$ cat config.mk
export PLATFORM = sky130hd
export DESIGN_NAME = gem_debug_capture_ctrl
export DESIGN_NICKNAME = d
export VERILOG_FILES = /design/src/gem_pkg.sv /design/src/gem_debug_capture_ctrl.sv
export SDC_FILE = /design/constraint.sdc
export NUM_CORES = 1
export LEC_CHECK = 0
export BUFFER_PORTS_ARGS = -buffer_cell sky130_fd_sc_hd__buf_2
export CORE_AREA = 2 2 39 41
export DETAILED_ROUTE_END_ITERATION = 8
export DIE_AREA = 0 0 41 43
export GPL_TIMING_DRIVEN = 0
export PLACE_DENSITY_LB_ADDON = 0.2
export SETUP_SLACK_MARGIN = 0.02
export SLEW_MARGIN = 10
export SYNTH_ARGS = -nofsm -noshare
export SYNTH_HDL_FRONTEND = slang
export SYNTH_SLANG_ARGS = --single-unit
$ cat constraint.sdc
create_clock -name clock -period 2.39 [get_ports clock]
set_input_delay 0.3585 -clock clock [delete_from_list [all_inputs] [get_ports clock]]
set_output_delay 0.3585 -clock clock [all_outputs]
set_load 0.05 [all_outputs]
$ cat src/gem_pkg.sv
`default_nettype none

package gem_pkg;

  // --------------------------------------------------
  // cluster field layout
  // --------------------------------------------------

  localparam int N_CLUSTERS   = 4;                       // clusters per 40 MHz frame
  localparam int ADR_BITS     = 11;                      // pad address, low bits
  localparam int CNT_BITS     = 3;                       // cluster size, top bits
  localparam int CLUSTER_BITS = ADR_BITS + CNT_BITS;     // 14 bit cluster word
  localparam int FRAME_BITS   = N_CLUSTERS * CLUSTER_BITS; // 56 bit frame
  localparam int HALF_BITS    = CLUSTER_BITS / 2;        // parity protected half

  // --------------------------------------------------
  // data types
  // --------------------------------------------------

  typedef logic [CLUSTER_BITS-1:0] cluster_t;            // one cluster {cnt, adr}

  // cluster 0 sits in the lowest bits
  typedef logic [FRAME_BITS-1:0] frame_t;

  typedef logic [$clog2(N_CLUSTERS)-1:0] cluster_sel_t;  // picks one of four

  // --------------------------------------------------
  // debug capture states
  // --------------------------------------------------

  typedef enum logic [1:0] {
    CAPTURE_IDLE    = 2'd0,                              // armed, waiting for hits
    CAPTURE_WRITING = 2'd1,                              // filling the debug store
    CAPTURE_READOUT = 2'd2                               // full, held for readout
  } capture_state_t;

endpackage : gem_pkg

`default_nettype wire
$ cat src/gem_debug_capture_ctrl.sv
`timescale 1ns/1ps
`default_nettype none

module gem_debug_capture_ctrl #(
  parameter int DEPTH = 1024                        // debug store depth
) (
  input  logic                     clock,           // 40 MHz system clock
  input  logic                     reset,           // sync, active high
  input  logic                     any_valid,       // some vpf high this cycle
  input  logic                     capture_reset,   // re-arm level from readout
  output logic                     write_enable,    // debug store write strobe
  output logic [$clog2(DEPTH)-1:0] write_addr,      // debug store write address
  output logic                     capture_full     // store holds a full capture
);

  import gem_pkg::*;

  localparam int                   ADDR_BITS = $clog2(DEPTH);
  localparam logic [ADDR_BITS-1:0] LAST_ADDR = ADDR_BITS'(DEPTH - 1);

  capture_state_t state;                            // capture fsm
  capture_state_t state_next;
  logic           last_write;                       // writing the final entry

  assign last_write = (write_addr == LAST_ADDR);

  // --------------------------------------------------
  // capture fsm
  // --------------------------------------------------

  always_comb begin
    state_next = state;                             // hold by default
    case (state)
      CAPTURE_IDLE:    if (any_valid)     state_next = CAPTURE_WRITING;  // first hit
      CAPTURE_WRITING: if (last_write)    state_next = CAPTURE_READOUT;  // no way to stop
      CAPTURE_READOUT: if (capture_reset) state_next = CAPTURE_IDLE;     // re-arm
      default:                            state_next = CAPTURE_IDLE;
    endcase
  end

  always_ff @(posedge clock) begin
    if (reset) begin
      state      <= CAPTURE_IDLE;
      write_addr <= '0;
    end else begin
      state <= state_next;
      // count up while writing, park at zero otherwise
      if (state == CAPTURE_WRITING && !last_write) begin
        write_addr <= write_addr + 1'b1;
      end else begin
        write_addr <= '0;
      end
    end
  end

  assign write_enable = (state == CAPTURE_WRITING);  // one write per bx
  assign capture_full = (state == CAPTURE_READOUT);

endmodule : gem_debug_capture_ctrl

`default_nettype wire

==> impl_metrics.csv <==
group,metric,value,unit
outcome,status,"complete, no violations",
timing,worst_pin_slew,0.3219,ns
power,clkPwrFrac,0.413,
detailed_routing,drc,0,
timing,period_minus_slack,1.447,ns
timing,drv_slew,0,
cts,htreeDepth,1,
detailed_routing,drtAntennaViolNets,0,
detailed_routing,drt_iter0_markers,6,
timing,rsz0062_at_grt,"no",
finish,nets,82,
critical_path,cp_max_fo,5,
critical_path,critPathCaptureType,"flip-flop",
critical_path,crit_slowest_cell,"dfxtp_1",
critical_path,crit_type,"flip-flop to flip-flop",
power,p_leak,0.2544,nW
critical_path,required,2.55,ns
power,p_sw,85.62,uW
critical_path,critPathTopFamily,"simple AND/OR/NAND/NOR gates",
synthesis,synthSimpleGateAreaFrac,0.3020,
timing,skew,0.003673,ns
global_route,grt_pass1_wl,1.483,mm
power,comb_power_share,0.059,
synthesis,synth_compound_area_frac,0.05446,
timing,final-hold-violation-count,0,
critical_path,worstSetupStartpointType,"flip-flop",
cts,ctsHoldBuffers,0,
synthesis,synth_cells,57,
cts,ctsRootBufferMaster,"clkbuf_4",
synthesis,synth_largest_area_cell,"dfxtp_1",
placed_design,port_buffers,15,
synthesis,yosysTopAreaCellShare,0.4752,
die,fp.coreArea,0.001384,mm^2
placed_design,hpwl,690,um
cts,cts_tree,"yes",
timing,setup-tns-final,0,ns
synthesis,ys_seq_area_frac,0.4752,
power,p_int,302.1,uW
detailed_routing,via_count,424,
power,p_total,387.7,uW
die,fp.dieW,41,um
detailed_routing,via_per_inst,4.609,
synthesis,synthDistinctLibCells,20,
global_route,track_usage,0.1289,
synthesis,syn_nets,62,
synthesis,syn_area_per_cell,8.868,um^2
cts,cts_max_path_buffers,2,
synthesis,synthXorXnorAreaFrac,0.1213,
die,die_h,43,um
placed_design,gp_congestion,0.6565,
critical_path,path_buf_inv,0,
die,initial_core_util,0.3653,
global_route,antenna_found_initial,0,
detailed_routing,wl,882,um
finish,drive_gt1_frac,0.3026,
power,power_switching_share,0.2208,
global_route,grt_max_degree,8,
cts,cts_buffers,3,
power,ir_drop,0.3945,mV
die,die_area,0.001763,mm^2
cts,insertion_delay,0.27,ns
finish,syn_to_final_growth,25.99,%
worst_hold_path,hp-class,"input port to flip-flop",
synthesis,synth_seq_cells,12,
synthesis,muxShareOfSynthArea,0,
critical_path,max_stage_delay,0.40,ns
global_route,overflow,0,
flow_run,cap_violations,0,
power,pwr-share-seq,0.528,
die,num_io_pins,16,
power,powerDensity,608.8,mW/mm^2
die,row_count,14,
finish,antenna_cells,0,
synthesis,synth_top_family_by_area,"simple AND/OR/NAND/NOR gates",
detailed_routing,drt_pass1_iterations,2,
synthesis,synthAdderAreaFrac,0.02475,
finish,fin_util,0.4602,
detailed_routing,post_drt_wl_per_cell,9.587,um
synthesis,yosys_warnings,0,
cts,clock_sinks,12,
global_route,grt_pass1_vias,360,
cts,cts-resized-gates,0,
critical_path,crit_chain,"ha_1 -> nand3_1 -> nor3_1 -> or2_4 -> nor2_1",
timing,max-slew-margin-rel,0.7799,
timing,setup_viol,0,
critical_path,critPathArrivalTime,1.61,ns
synthesis,synth.top_cells.by_area,"dfxtp_1, nor2_1, xnor2_1",
timing,max_freq,691.0,MHz
cts,post_cts_buffers,0,
timing,min_period_over_period,0.6055,
cts,clk_pin_slew,0.08,ns
timing,whs,0.2689,ns
synthesis,synth_area,505.5,um^2
## layout make-up
| type | instances | area (um^2) |
|---|---|---|
| fill | 151 | 747.0 |
| multi-input combinational | 42 | 254.0 |
| sequential | 12 | 240.2 |
| timing repair buffer | 15 | 75.07 |
| clock buffer | 4 | 36.28 |
| tap | 16 | 20.02 |
| inverter | 3 | 11.26 |
## cell usage after synthesis (all sizes together)
cell     count
nor4         1
a211o        1
nor3         2
or2          1
xnor2        5
a21oi        2
inv          3
and2b        1
a2111oi      1
nand2b       2
ha           1
nor2        13
and3         1
xor2         2
nand4        1
dfxtp       12
nand2        2
nand3        5
nor2b        1
## logic make-up (layout without fill, tap and decap cells)
| family | count (synthesis) | in the layout |
|---|---|---|
| and+or+nand+nor | 30 | 30 |
| adders and majority gates | 1 | 1 |
| xor gates and xnor gates | 7 | 7 |
| DFF | 12 | 12 |
| AOI/OAI and AO/OA | 4 | 4 |
| buffers and inverters | 3 | 22 |
## power by group through the flow
stage | sequential, mW | combinational (mW) | clock, mW
2_1_floorplan | 0.214 | 0.0120 | 0
3_3_place_gp | 0.210 | 0.0229 | 0
3_5_place_dp | 0.210 | 0.0231 | 0
4_1_cts | 0.205 | 0.0232 | 0.166
5_1_grt | 0.205 | 0.0249 | 0.177
6_report | 0.205 | 0.0228 | 0.160
## state kept, by name (all words and copies together), names as in the netlist
register and flops:
write_addr 10, state 2
## layout by cell type, fill, tap and decap left out, drive strengths merged
| master | synthesis | layout |
|---|---|---|
| nor4 | 1 | 1 |
| a21oi | 2 | 2 |
| a2111oi | 1 | 1 |
| and3 | 1 | 1 |
| nand4 | 1 | 1 |
| dfxtp | 12 | 12 |
| nand3 | 5 | 5 |
| and2b | 1 | 1 |
| inv | 3 | 3 |
| nand2b | 2 | 2 |
| xor2 | 2 | 2 |
| clkbuf | 0 | 4 |
| nor2b | 1 | 1 |
| or2 | 1 | 1 |
| nor3 | 2 | 2 |
| nor2 | 13 | 13 |
| nand2 | 2 | 2 |
| a211o | 1 | 1 |
| ha | 1 | 1 |
| xnor2 | 5 | 5 |
| buf | 0 | 15 |
## metal layers
layer  vias up  global-route usage  routed length (um)
met2        10              0.1625                 388
met5         -                   0                   0
met4         0             0.08000                  15
li1        228                   -                   -
met1       184              0.1688                 426
met3         2             0.06283                  52
## metrics by stage
stage               cells  setup slack (ns)  area [um^2]
floorplan              57            0.6740        505.5
global placement       88            0.9396        600.6
detailed placement     88            0.9338        600.6
CTS                    92            0.9171        636.9
global route           92            0.8064        636.9
finish                 92            0.9429        636.9
## path summary, 6_finish.rpt
kind | from | to | slack (ns) | depth (start not counted)
worst max-delay path | write_addr[0]$_SDFF_PP0_ | write_addr[7]$_SDFF_PP0_ | 0.94 | 5
worst min-delay path | reset | state[1]$_SDFFE_PP0P_ | 0.27 | 2
worst min register to register | state[1]$_SDFFE_PP0P_ | state[0]$_SDFFE_PP0P_ | 0.45 | 1
worst max register to register | write_addr[0]$_SDFF_PP0_ | write_addr[7]$_SDFF_PP0_ | 0.94 | 5
No activity file was read; power rests on OpenSTA's default activity.
