===== src/gem_pkg.sv =====
`default_nettype none

package gem_pkg;

  // --------------------------------------------------
  // cluster field layout
  // --------------------------------------------------

  localparam int N_CLUSTERS   = 4;                       // clusters per 40 MHz frame
  localparam int ADR_BITS     = 11;                      // pad address, low bits
  localparam int CNT_BITS     = 3;                       // cluster size, top bits
  localparam int CLUSTER_BITS = ADR_BITS + CNT_BITS;     // 14 bit cluster word
  localparam int FRAME_BITS   = N_CLUSTERS * CLUSTER_BITS; // 56 bit frame
  localparam int HALF_BITS    = CLUSTER_BITS / 2;        // parity protected half

  // --------------------------------------------------
  // data types
  // --------------------------------------------------

  typedef logic [CLUSTER_BITS-1:0] cluster_t;            // one cluster {cnt, adr}

  // cluster 0 sits in the lowest bits
  typedef logic [FRAME_BITS-1:0] frame_t;

  typedef logic [$clog2(N_CLUSTERS)-1:0] cluster_sel_t;  // picks one of four

  // --------------------------------------------------
  // debug capture states
  // --------------------------------------------------

  typedef enum logic [1:0] {
    CAPTURE_IDLE    = 2'd0,                              // armed, waiting for hits
    CAPTURE_WRITING = 2'd1,                              // filling the debug store
    CAPTURE_READOUT = 2'd2                               // full, held for readout
  } capture_state_t;

endpackage : gem_pkg

`default_nettype wire

===== src/gem_cluster_decode.sv =====
`timescale 1ns/1ps
`default_nettype none

module gem_cluster_decode (
  input  logic                           clock,                         // 40 MHz system clock
  input  logic                           reset,                         // sync, active high
  input  gem_pkg::frame_t                frame,                         // new frame every bx
  output gem_pkg::cluster_t              cluster [gem_pkg::N_CLUSTERS], // registered clusters
  output logic [gem_pkg::N_CLUSTERS-1:0] vpf,                           // valid pad flags
  output logic                           any_valid,                     // any cluster valid
  output logic                           nonzero                        // any frame bit set
);

  import gem_pkg::*;

  logic [ADR_BITS-1:0]   adr [N_CLUSTERS];  // pad address of incoming cluster
  logic [CNT_BITS-1:0]   cnt [N_CLUSTERS];  // size of incoming cluster
  logic [N_CLUSTERS-1:0] vpf_d;             // valid flags before the register

  // --------------------------------------------------
  // split frame into address and size fields
  // --------------------------------------------------

  for (genvar i = 0; i < N_CLUSTERS; i++) begin : g_split
    assign adr[i]   = frame[i*CLUSTER_BITS +: ADR_BITS];
    assign cnt[i]   = frame[i*CLUSTER_BITS+ADR_BITS +: CNT_BITS];
    // top two address bits both set marks an empty slot
    assign vpf_d[i] = ~(&adr[i][ADR_BITS-1 -: 2]);
  end

  // --------------------------------------------------
  // one cycle decode register
  // --------------------------------------------------

  always_ff @(posedge clock) begin
    if (reset) begin
      for (int i = 0; i < N_CLUSTERS; i++) begin
        cluster[i] <= '0;                   // clear cluster outputs
      end
      vpf     <= '0;                        // no valid flags in reset
      nonzero <= 1'b0;
    end else begin
      for (int i = 0; i < N_CLUSTERS; i++) begin
        cluster[i] <= {cnt[i], adr[i]};     // repack size over address
      end
      vpf     <= vpf_d;
      nonzero <= |frame;                    // or of all 56 bits
    end
  end

  assign any_valid = |vpf;                  // capture trigger level

endmodule : gem_cluster_decode

`default_nettype wire


===== config.mk =====
export PLATFORM = sky130hd
export DESIGN_NAME = gem_cluster_decode
export DESIGN_NICKNAME = d
export VERILOG_FILES = /design/src/gem_pkg.sv /design/src/gem_cluster_decode.sv
export SDC_FILE = /design/constraint.sdc
export NUM_CORES = 1
export LEC_CHECK = 0
export BUFFER_PORTS_ARGS = -buffer_cell sky130_fd_sc_hd__buf_2
export CORE_MARGIN = 4
export CORE_UTILIZATION = 40
export CTS_CLUSTER_DIAMETER = 30
export DETAILED_ROUTE_END_ITERATION = 8
export MAX_ROUTING_LAYER = met4
export PLACE_DENSITY = 0.78
export SYNTH_ARGS = -nofsm -noshare
export SYNTH_HDL_FRONTEND = slang
export SYNTH_SLANG_ARGS = --single-unit

===== constraint.sdc =====
create_clock -name clock -period 1.5 [get_ports clock]
set_clock_uncertainty 0.1 [all_clocks]
set_input_delay 0.15 -clock clock [delete_from_list [all_inputs] [get_ports clock]]
set_output_delay 0.15 -clock clock [all_outputs]
set_load 0.1 [all_outputs]

==> results of run 1 <==
==> layer usage <==
| layer | wire length, µm | GRT usage (%) |
|---|---|---|
| met1 | 2060 | 22.0 |
| met3 | 447 | 5.54 |
| met4 | 155 | 12.6 |
| met2 | 3350 | 42.5 |
| met5 | 0 | - |
==> worst max-delay path, stage by stage, from the launching register on <==
cell and delay [ns]:
dfxtp_2 0.32, or4_4 0.54, buf_12 0.18
==> final cells by class <==
| type | instances | share of cell area, % |
|---|---|---|
| flip-flops and latches | 61 | 37.2 |
| repair buffers | 166 | 35.5 |
| multi-input cells | 80 | 18.5 |
| clock inverters | 7 | 2.96 |
| well taps | 50 | 1.90 |
| inverters | 1 | 0.114 |
| clock buffers | 9 | 3.76 |
==> power by group <==
part	total (mW)	internal, mW	switching, mW
Sequential	1.73	1.71	0.0232
Combinational	1.10	0.269	0.833
Clock	1.60	0.943	0.655
==> cells in the final DEF, fill, tap and decap left out <==
cell type | netlist | layout
nor2b_2 | 1 | 1
dlymetal6s4s_1 | 0 | 4
o41a_1 | 1 | 1
bufinv_16 | 0 | 2
nand2_1 | 1 | 1
nor4_2 | 3 | 12
nor4_4 | 0 | 2
nor2b_1 | 55 | 55
buf_2 | 0 | 104
buf_12 | 0 | 2
dlygate4sd3_1 | 0 | 56
inv_6 | 0 | 2
clkinv_2 | 0 | 1
clkinvlp_4 | 0 | 2
dfxtp_2 | 0 | 4
inv_1 | 1 | 1
dfxtp_1 | 61 | 57
or4_4 | 0 | 1
clkbuf_8 | 0 | 9
nand4_1 | 3 | 3
a21oi_1 | 4 | 4
==> logic make-up (layout without fill, tap and decap cells) <==
kind of cell / Yosys count / in the layout / synth area share, %
AND/OR/NAND/NOR: 75 / 75 / 27.7
AO/OA/AOI/OAI: 5 / 5 / 1.77
flip-flops: 61 / 61 / 69.1
buffers and inverters: 7 / 183 / 1.49
==> through the flow <==
stage / cells / cell area [µm²]
6_report: 374 / 3300
5_1_grt: 374 / 3300
4_1_cts: 388 / 3270
3_5_place_dp: 312 / 2430
3_3_place_gp: 312 / 2430
2_1_floorplan: 148 / 1780
==> what timing repair did <==
item	in CTS	in global routing
pin swaps	1	9
endpoints found under the hold margin	60	0
setup endpoints to repair	1	2
hold buffers	60	0
resized for setup	4	17
setup buffers	0	0
==> flip-flops by register name, summed over array words and instances (netlist names) <==
name,cells
nonzero,1
vpf,4
cluster,56
==> final timing paths <==
kind / start / endpoint / slack (ns)
max: vpf[3] / any_valid / -0.11
min: frame[11] / nonzero / 0.09
==> synth_stat cells <==
| cell | number |
|---|---|
| a21oi_1 | 4 |
| clkbuf_1 | 6 |
| dfxtp_1 | 61 |
| inv_1 | 1 |
| nand2_1 | 1 |
| nand4_1 | 3 |
| nor2b_1 | 55 |
| nor2b_2 | 1 |
| nor4_1 | 11 |
| nor4_2 | 3 |
| o41a_1 | 1 |
| or4_1 | 1 |
==> results.yml, run 1 <==
placement:
  portBuffers: 119
  place_congestion: 0.770
  dp_slack_ns: 0.0753
  hpwl_um: 3370
worst_setup_path:
  critical_path_arrival_ns: 1.36
  critPathLaunchType: "flop"
  cp_max_fo: 2
  cp.required_ns: 1.25
  crit_type: "reg2out"
  crit_path_end_kind: "primary output"
global_route:
  grt_pass1_wl_um: 9110
  antenna_found_initial: 0
  grt_overflow: 0
  grt_pass1_vias: 1973
  grt_max_degree: 62
  grt_usage_pct: 23.2
clocking:
  clkSlewWorstSetupHoldPaths_ns: 0.07
  numCtsBuffers: 9
  h-tree-depth: 3
  clockBufferDepth: 2
  cts.sinks: 61
  cts_tree: "done"
  clockRootBuffer: "clkbuf_8"
yosys:
  postSynthAreaPerCell_um2: 11.9
  yosys.area.top_type: "dfxtp_1"
  synth_cell_types: 12
  synth_cells: 148
  synth_top_area_share_pct: 69.1
  yosysSeqAreaShare_pct: 69.1
  synth_seq_cells: 61
  synth_nets: 206
  yosys_warnings: 0
  synth_area_leaders: "dfxtp_1 (69%), nor2b_1 (19%), nor4_1 (3.9%)"
  synth_area_mm2: 0.00177
layout:
  regArea_mm2: 0.00123
  fillers: 274
  drive_gt1_share_pct: 43.8
  syn_to_final_growth_pct: 86.4
  final_util_pct: 79.5
  multi_input_area_um2: 611
  num_antenna_cells: 0
  nNetsFinal: 377
sta:
  fin_hold_ws_ns: 0.0872
  fmax_ghz: 0.620
  worstMarginPinSlew_ns: 0.508
  setup_tns_ns: -0.113
  slew_headroom_pct: 66.4
  setup_viol: 1
  final.min_clock_period_ns: 1.61
  finalHoldViolCount: 0
  worst_slack_ns: -0.113
  fin_crit_sh_pct: 108
  grt_setup_unrepaired: "true"
  drv_slew: 0
drt:
  routed_wl_um: 6020
  drt-pass1-iter-count: 4
  drtIter0Drc: 94
  wl_per_cell_um: 16.1
  avgViaCountPerCell: 4.64
  vias: 1735
  antenna_left: 0
  drc_errors: 0
floorplan:
  placement_rows: 23
  fp.dieH_um: 74.5
  core-area_mm2: 0.00414
  ios: 120
  chipWidth_um: 74.5
  start_util_pct: 42.7
  dieArea_mm2: 0.00555
hold_path:
  worstHoldPathCells: 4
  min_path_type: "in2reg"
power_and_ir_drop:
  power_leakage_nw: 1.54
  total_power_mw: 4.43
  vdd_drop_max_uv: 849
  cellPowerDensity_mw_per_mm2: 1350
outcome:
  status: "finished, violations left"
  failed_checks: "negative setup slack"
flow_run:
  maxCapViolCount: 0
Note: power is estimated with default switching activity, not from simulation.
==> run 2, diff against run 1 <==
--- a/config.mk
+++ b/config.mk
@@ -7,10 +7,12 @@
 export LEC_CHECK = 0
 export BUFFER_PORTS_ARGS = -buffer_cell sky130_fd_sc_hd__buf_2
+export CELL_PAD_IN_SITES_DETAIL_PLACEMENT = 0
+export CELL_PAD_IN_SITES_GLOBAL_PLACEMENT = 1
 export CORE_MARGIN = 4
-export CORE_UTILIZATION = 40
+export CORE_UTILIZATION = 29
 export CTS_CLUSTER_DIAMETER = 30
 export DETAILED_ROUTE_END_ITERATION = 8
 export MAX_ROUTING_LAYER = met4
-export PLACE_DENSITY = 0.78
+export PLACE_DENSITY_LB_ADDON = 0.1
 export SYNTH_ARGS = -nofsm -noshare
 export SYNTH_HDL_FRONTEND = slang
==> constraint.sdc (replaced) <==
create_clock -name clock -period 1.5 [get_ports clock]
set_clock_uncertainty 0.1 [all_clocks]
set_input_delay 0.075 -clock clock [delete_from_list [all_inputs] [get_ports clock]]
set_output_delay 0.075 -clock clock [all_outputs]
set_load 0.1 [all_outputs]
==> run 2 against run 1 <==
  * The run still ends with negative setup slack left
  * Sequential share of layout area is 0.31 points lower
  * Maximum frequency rose by 4.8%
  * Final cell count up 11%
  * Wire length fell by 11%
  * Global-route usage decreased by 7.9 points
  * Setup slack improved by 0.074 ns
  * Die area is 34% higher
==> results.yml, run 2 (same netlist as run 1, synthesis figures left out) <==
clocking:
  clockRootBuffer: "clkbuf_8"
  numCtsBuffers: 9
  cts.sinks: 61
  h-tree-depth: 3
  cts_tree: "done"
  clockBufferDepth: 2
  clkSlewWorstSetupHoldPaths_ns: 0.06
floorplan:
  placement_rows: 28
  ios: 120
  core-area_mm2: 0.00592
  chipWidth_um: 86.1
  fp.dieH_um: 86.1
  start_util_pct: 29.9
  dieArea_mm2: 0.00741
layout:
  syn_to_final_growth_pct: 88.0
  largest_reg_flops: 56
  reg.largest.list: "cluster: 56 flops, vpf: 4 flops, nonzero: 1 flops"
  largest-register: "cluster"
  num_antenna_cells: 0
  multi_input_area_um2: 543
  final_util_pct: 56.1
  drive_gt1_share_pct: 44.1
  final_cell_mix: "buf_2 (118), dlygate4sd3_1 (60), dfxtp_1 (57)"
  fin_area_mm2: 0.00332
  nNetsFinal: 393
  final_common_cell: "buf_2"
  fillers: 515
  regArea_mm2: 0.00123
drt:
  vias: 1687
  wl_per_cell_um: 12.9
  avgViaCountPerCell: 4.07
  drtIter0Drc: 43
  antenna_left: 0
  drt-pass1-iter-count: 2
  drc_errors: 0
  routed_wl_um: 5340
sta:
  final.min_clock_period_ns: 1.54
  worst_slack_ns: -0.0395
  grt_setup_unrepaired: "true"
  drv_slew: 0
  slew_headroom_pct: 66.9
  finalHoldViolCount: 0
  fmax_ghz: 0.650
  fin_crit_sh_pct: 103
  setup_tns_ns: -0.0403
  setup_viol: 2
  worstMarginPinSlew_ns: 0.499
placement:
  dpl_cell_area_mm2: 0.00248
  place_congestion: 0.716
  hpwl_um: 3500
  portBuffers: 119
global_route:
  grt_pass1_wl_um: 8360
  grt_pass1_vias: 1819
  grt_overflow: 0
  grt_max_degree: 25
  antenna_found_initial: 0
  grt_usage_pct: 15.3
worst_setup_path:
  critPathLaunchType: "flop"
  crit_path_end_kind: "primary output"
  critical_path_arrival_ns: 1.36
  cp.required_ns: 1.32
  crit_type: "reg2out"
  cp_max_fo: 2
hold_path:
  min_path_type: "in2reg"
  hold_end: "nonzero"
  worstHoldStart: "frame[35]"
  worstHoldPathCells: 4
power_and_ir_drop:
  vdd_drop_max_uv: 691
  cellPowerDensity_mw_per_mm2: 1300
  power_leakage_nw: 1.57
outcome:
  failed_checks: "negative setup slack"
  status: "finished, violations left"
flow_run:
  maxCapViolCount: 0
## run 2: cell types whose count changed in the layout (fill, tap and decap cells not counted)
cell / previous run / this run
buf_2: 104 / 118
nor4_1: 0 / 8
nor4_2: 12 / 6
dlygate4sd3_1: 56 / 60
dlymetal6s4s_1: 4 / 0
clkbuf_8: 9 / 12
buf_4: 0 / 2
clkinv_2: 1 / 3
clkinvlp_4: 2 / 0
inv_6: 2 / 0
nor4_4: 2 / 0
bufinv_16: 2 / 1
## run 2: report_power, final
part	leakage (nW)	switching, mW	internal (mW)
logic	0.944	0.811	0.278
clock network	0.112	0.601	0.894
registers	0.509	0.0207	1.71
## run 2: routing by layer
metal | vias up | part of all wire, % | global-route usage (%)
li1 | 863 | - | -
met5 | - | 0 | -
met3 | 13 | 8.5 | 5.09
met1 | 740 | 40 | 16.0
met4 | 0 | 2.2 | 8.63
met2 | 71 | 49 | 25.2
## run 2: worst max-delay path by stage
stage	from	endpoint	slack [ns]	depth (start not counted)
global route	vpf[2]	any_valid	-0.08	2
CTS	vpf[3]	any_valid	-0.07	2
detailed placement	frame[35]	nonzero	0.11	4
finish	vpf[2]	any_valid	-0.04	2
floorplan	vpf[0]	any_valid	0.08	1
global placement	frame[35]	nonzero	0.13	4
## run 2: timing repair
action | CTS | global route
hold endpoints to repair | 61 | 0
gates resized for setup | 4 | 3
setup buffers | 0 | 0
pin swaps | 1 | 1
hold buffers | 60 | 0
setup endpoints to repair | 1 | 2
## run 2: final cells by class
class | instances | share of cell area, %
multi-input combinational | 80 | 16.3
inverter | 1 | 0.113
timing repair buffer | 182 | 37.5
clock inverter | 4 | 1.36
sequential | 61 | 36.9
clock buffer | 12 | 4.97
tap | 75 | 2.82
## run 2: through the flow
stage,total power [mW],setup slack [ns],instances,hold WS (ns)
after floorplan,2.51,0.0794,148,0.0466
after global placement,2.72,0.126,339,0.193
after detailed placement,2.72,0.115,339,0.182
after CTS,4.36,-0.0673,415,0.0355
after global routing,4.49,-0.0752,415,0.0588
final,4.31,-0.0395,415,0.0389
## run 2: worst max-delay path, cell delays in order, from the launching register on
cell	delay (ns)
dfxtp_2	0.32
or4_4	0.54
buf_12	0.18
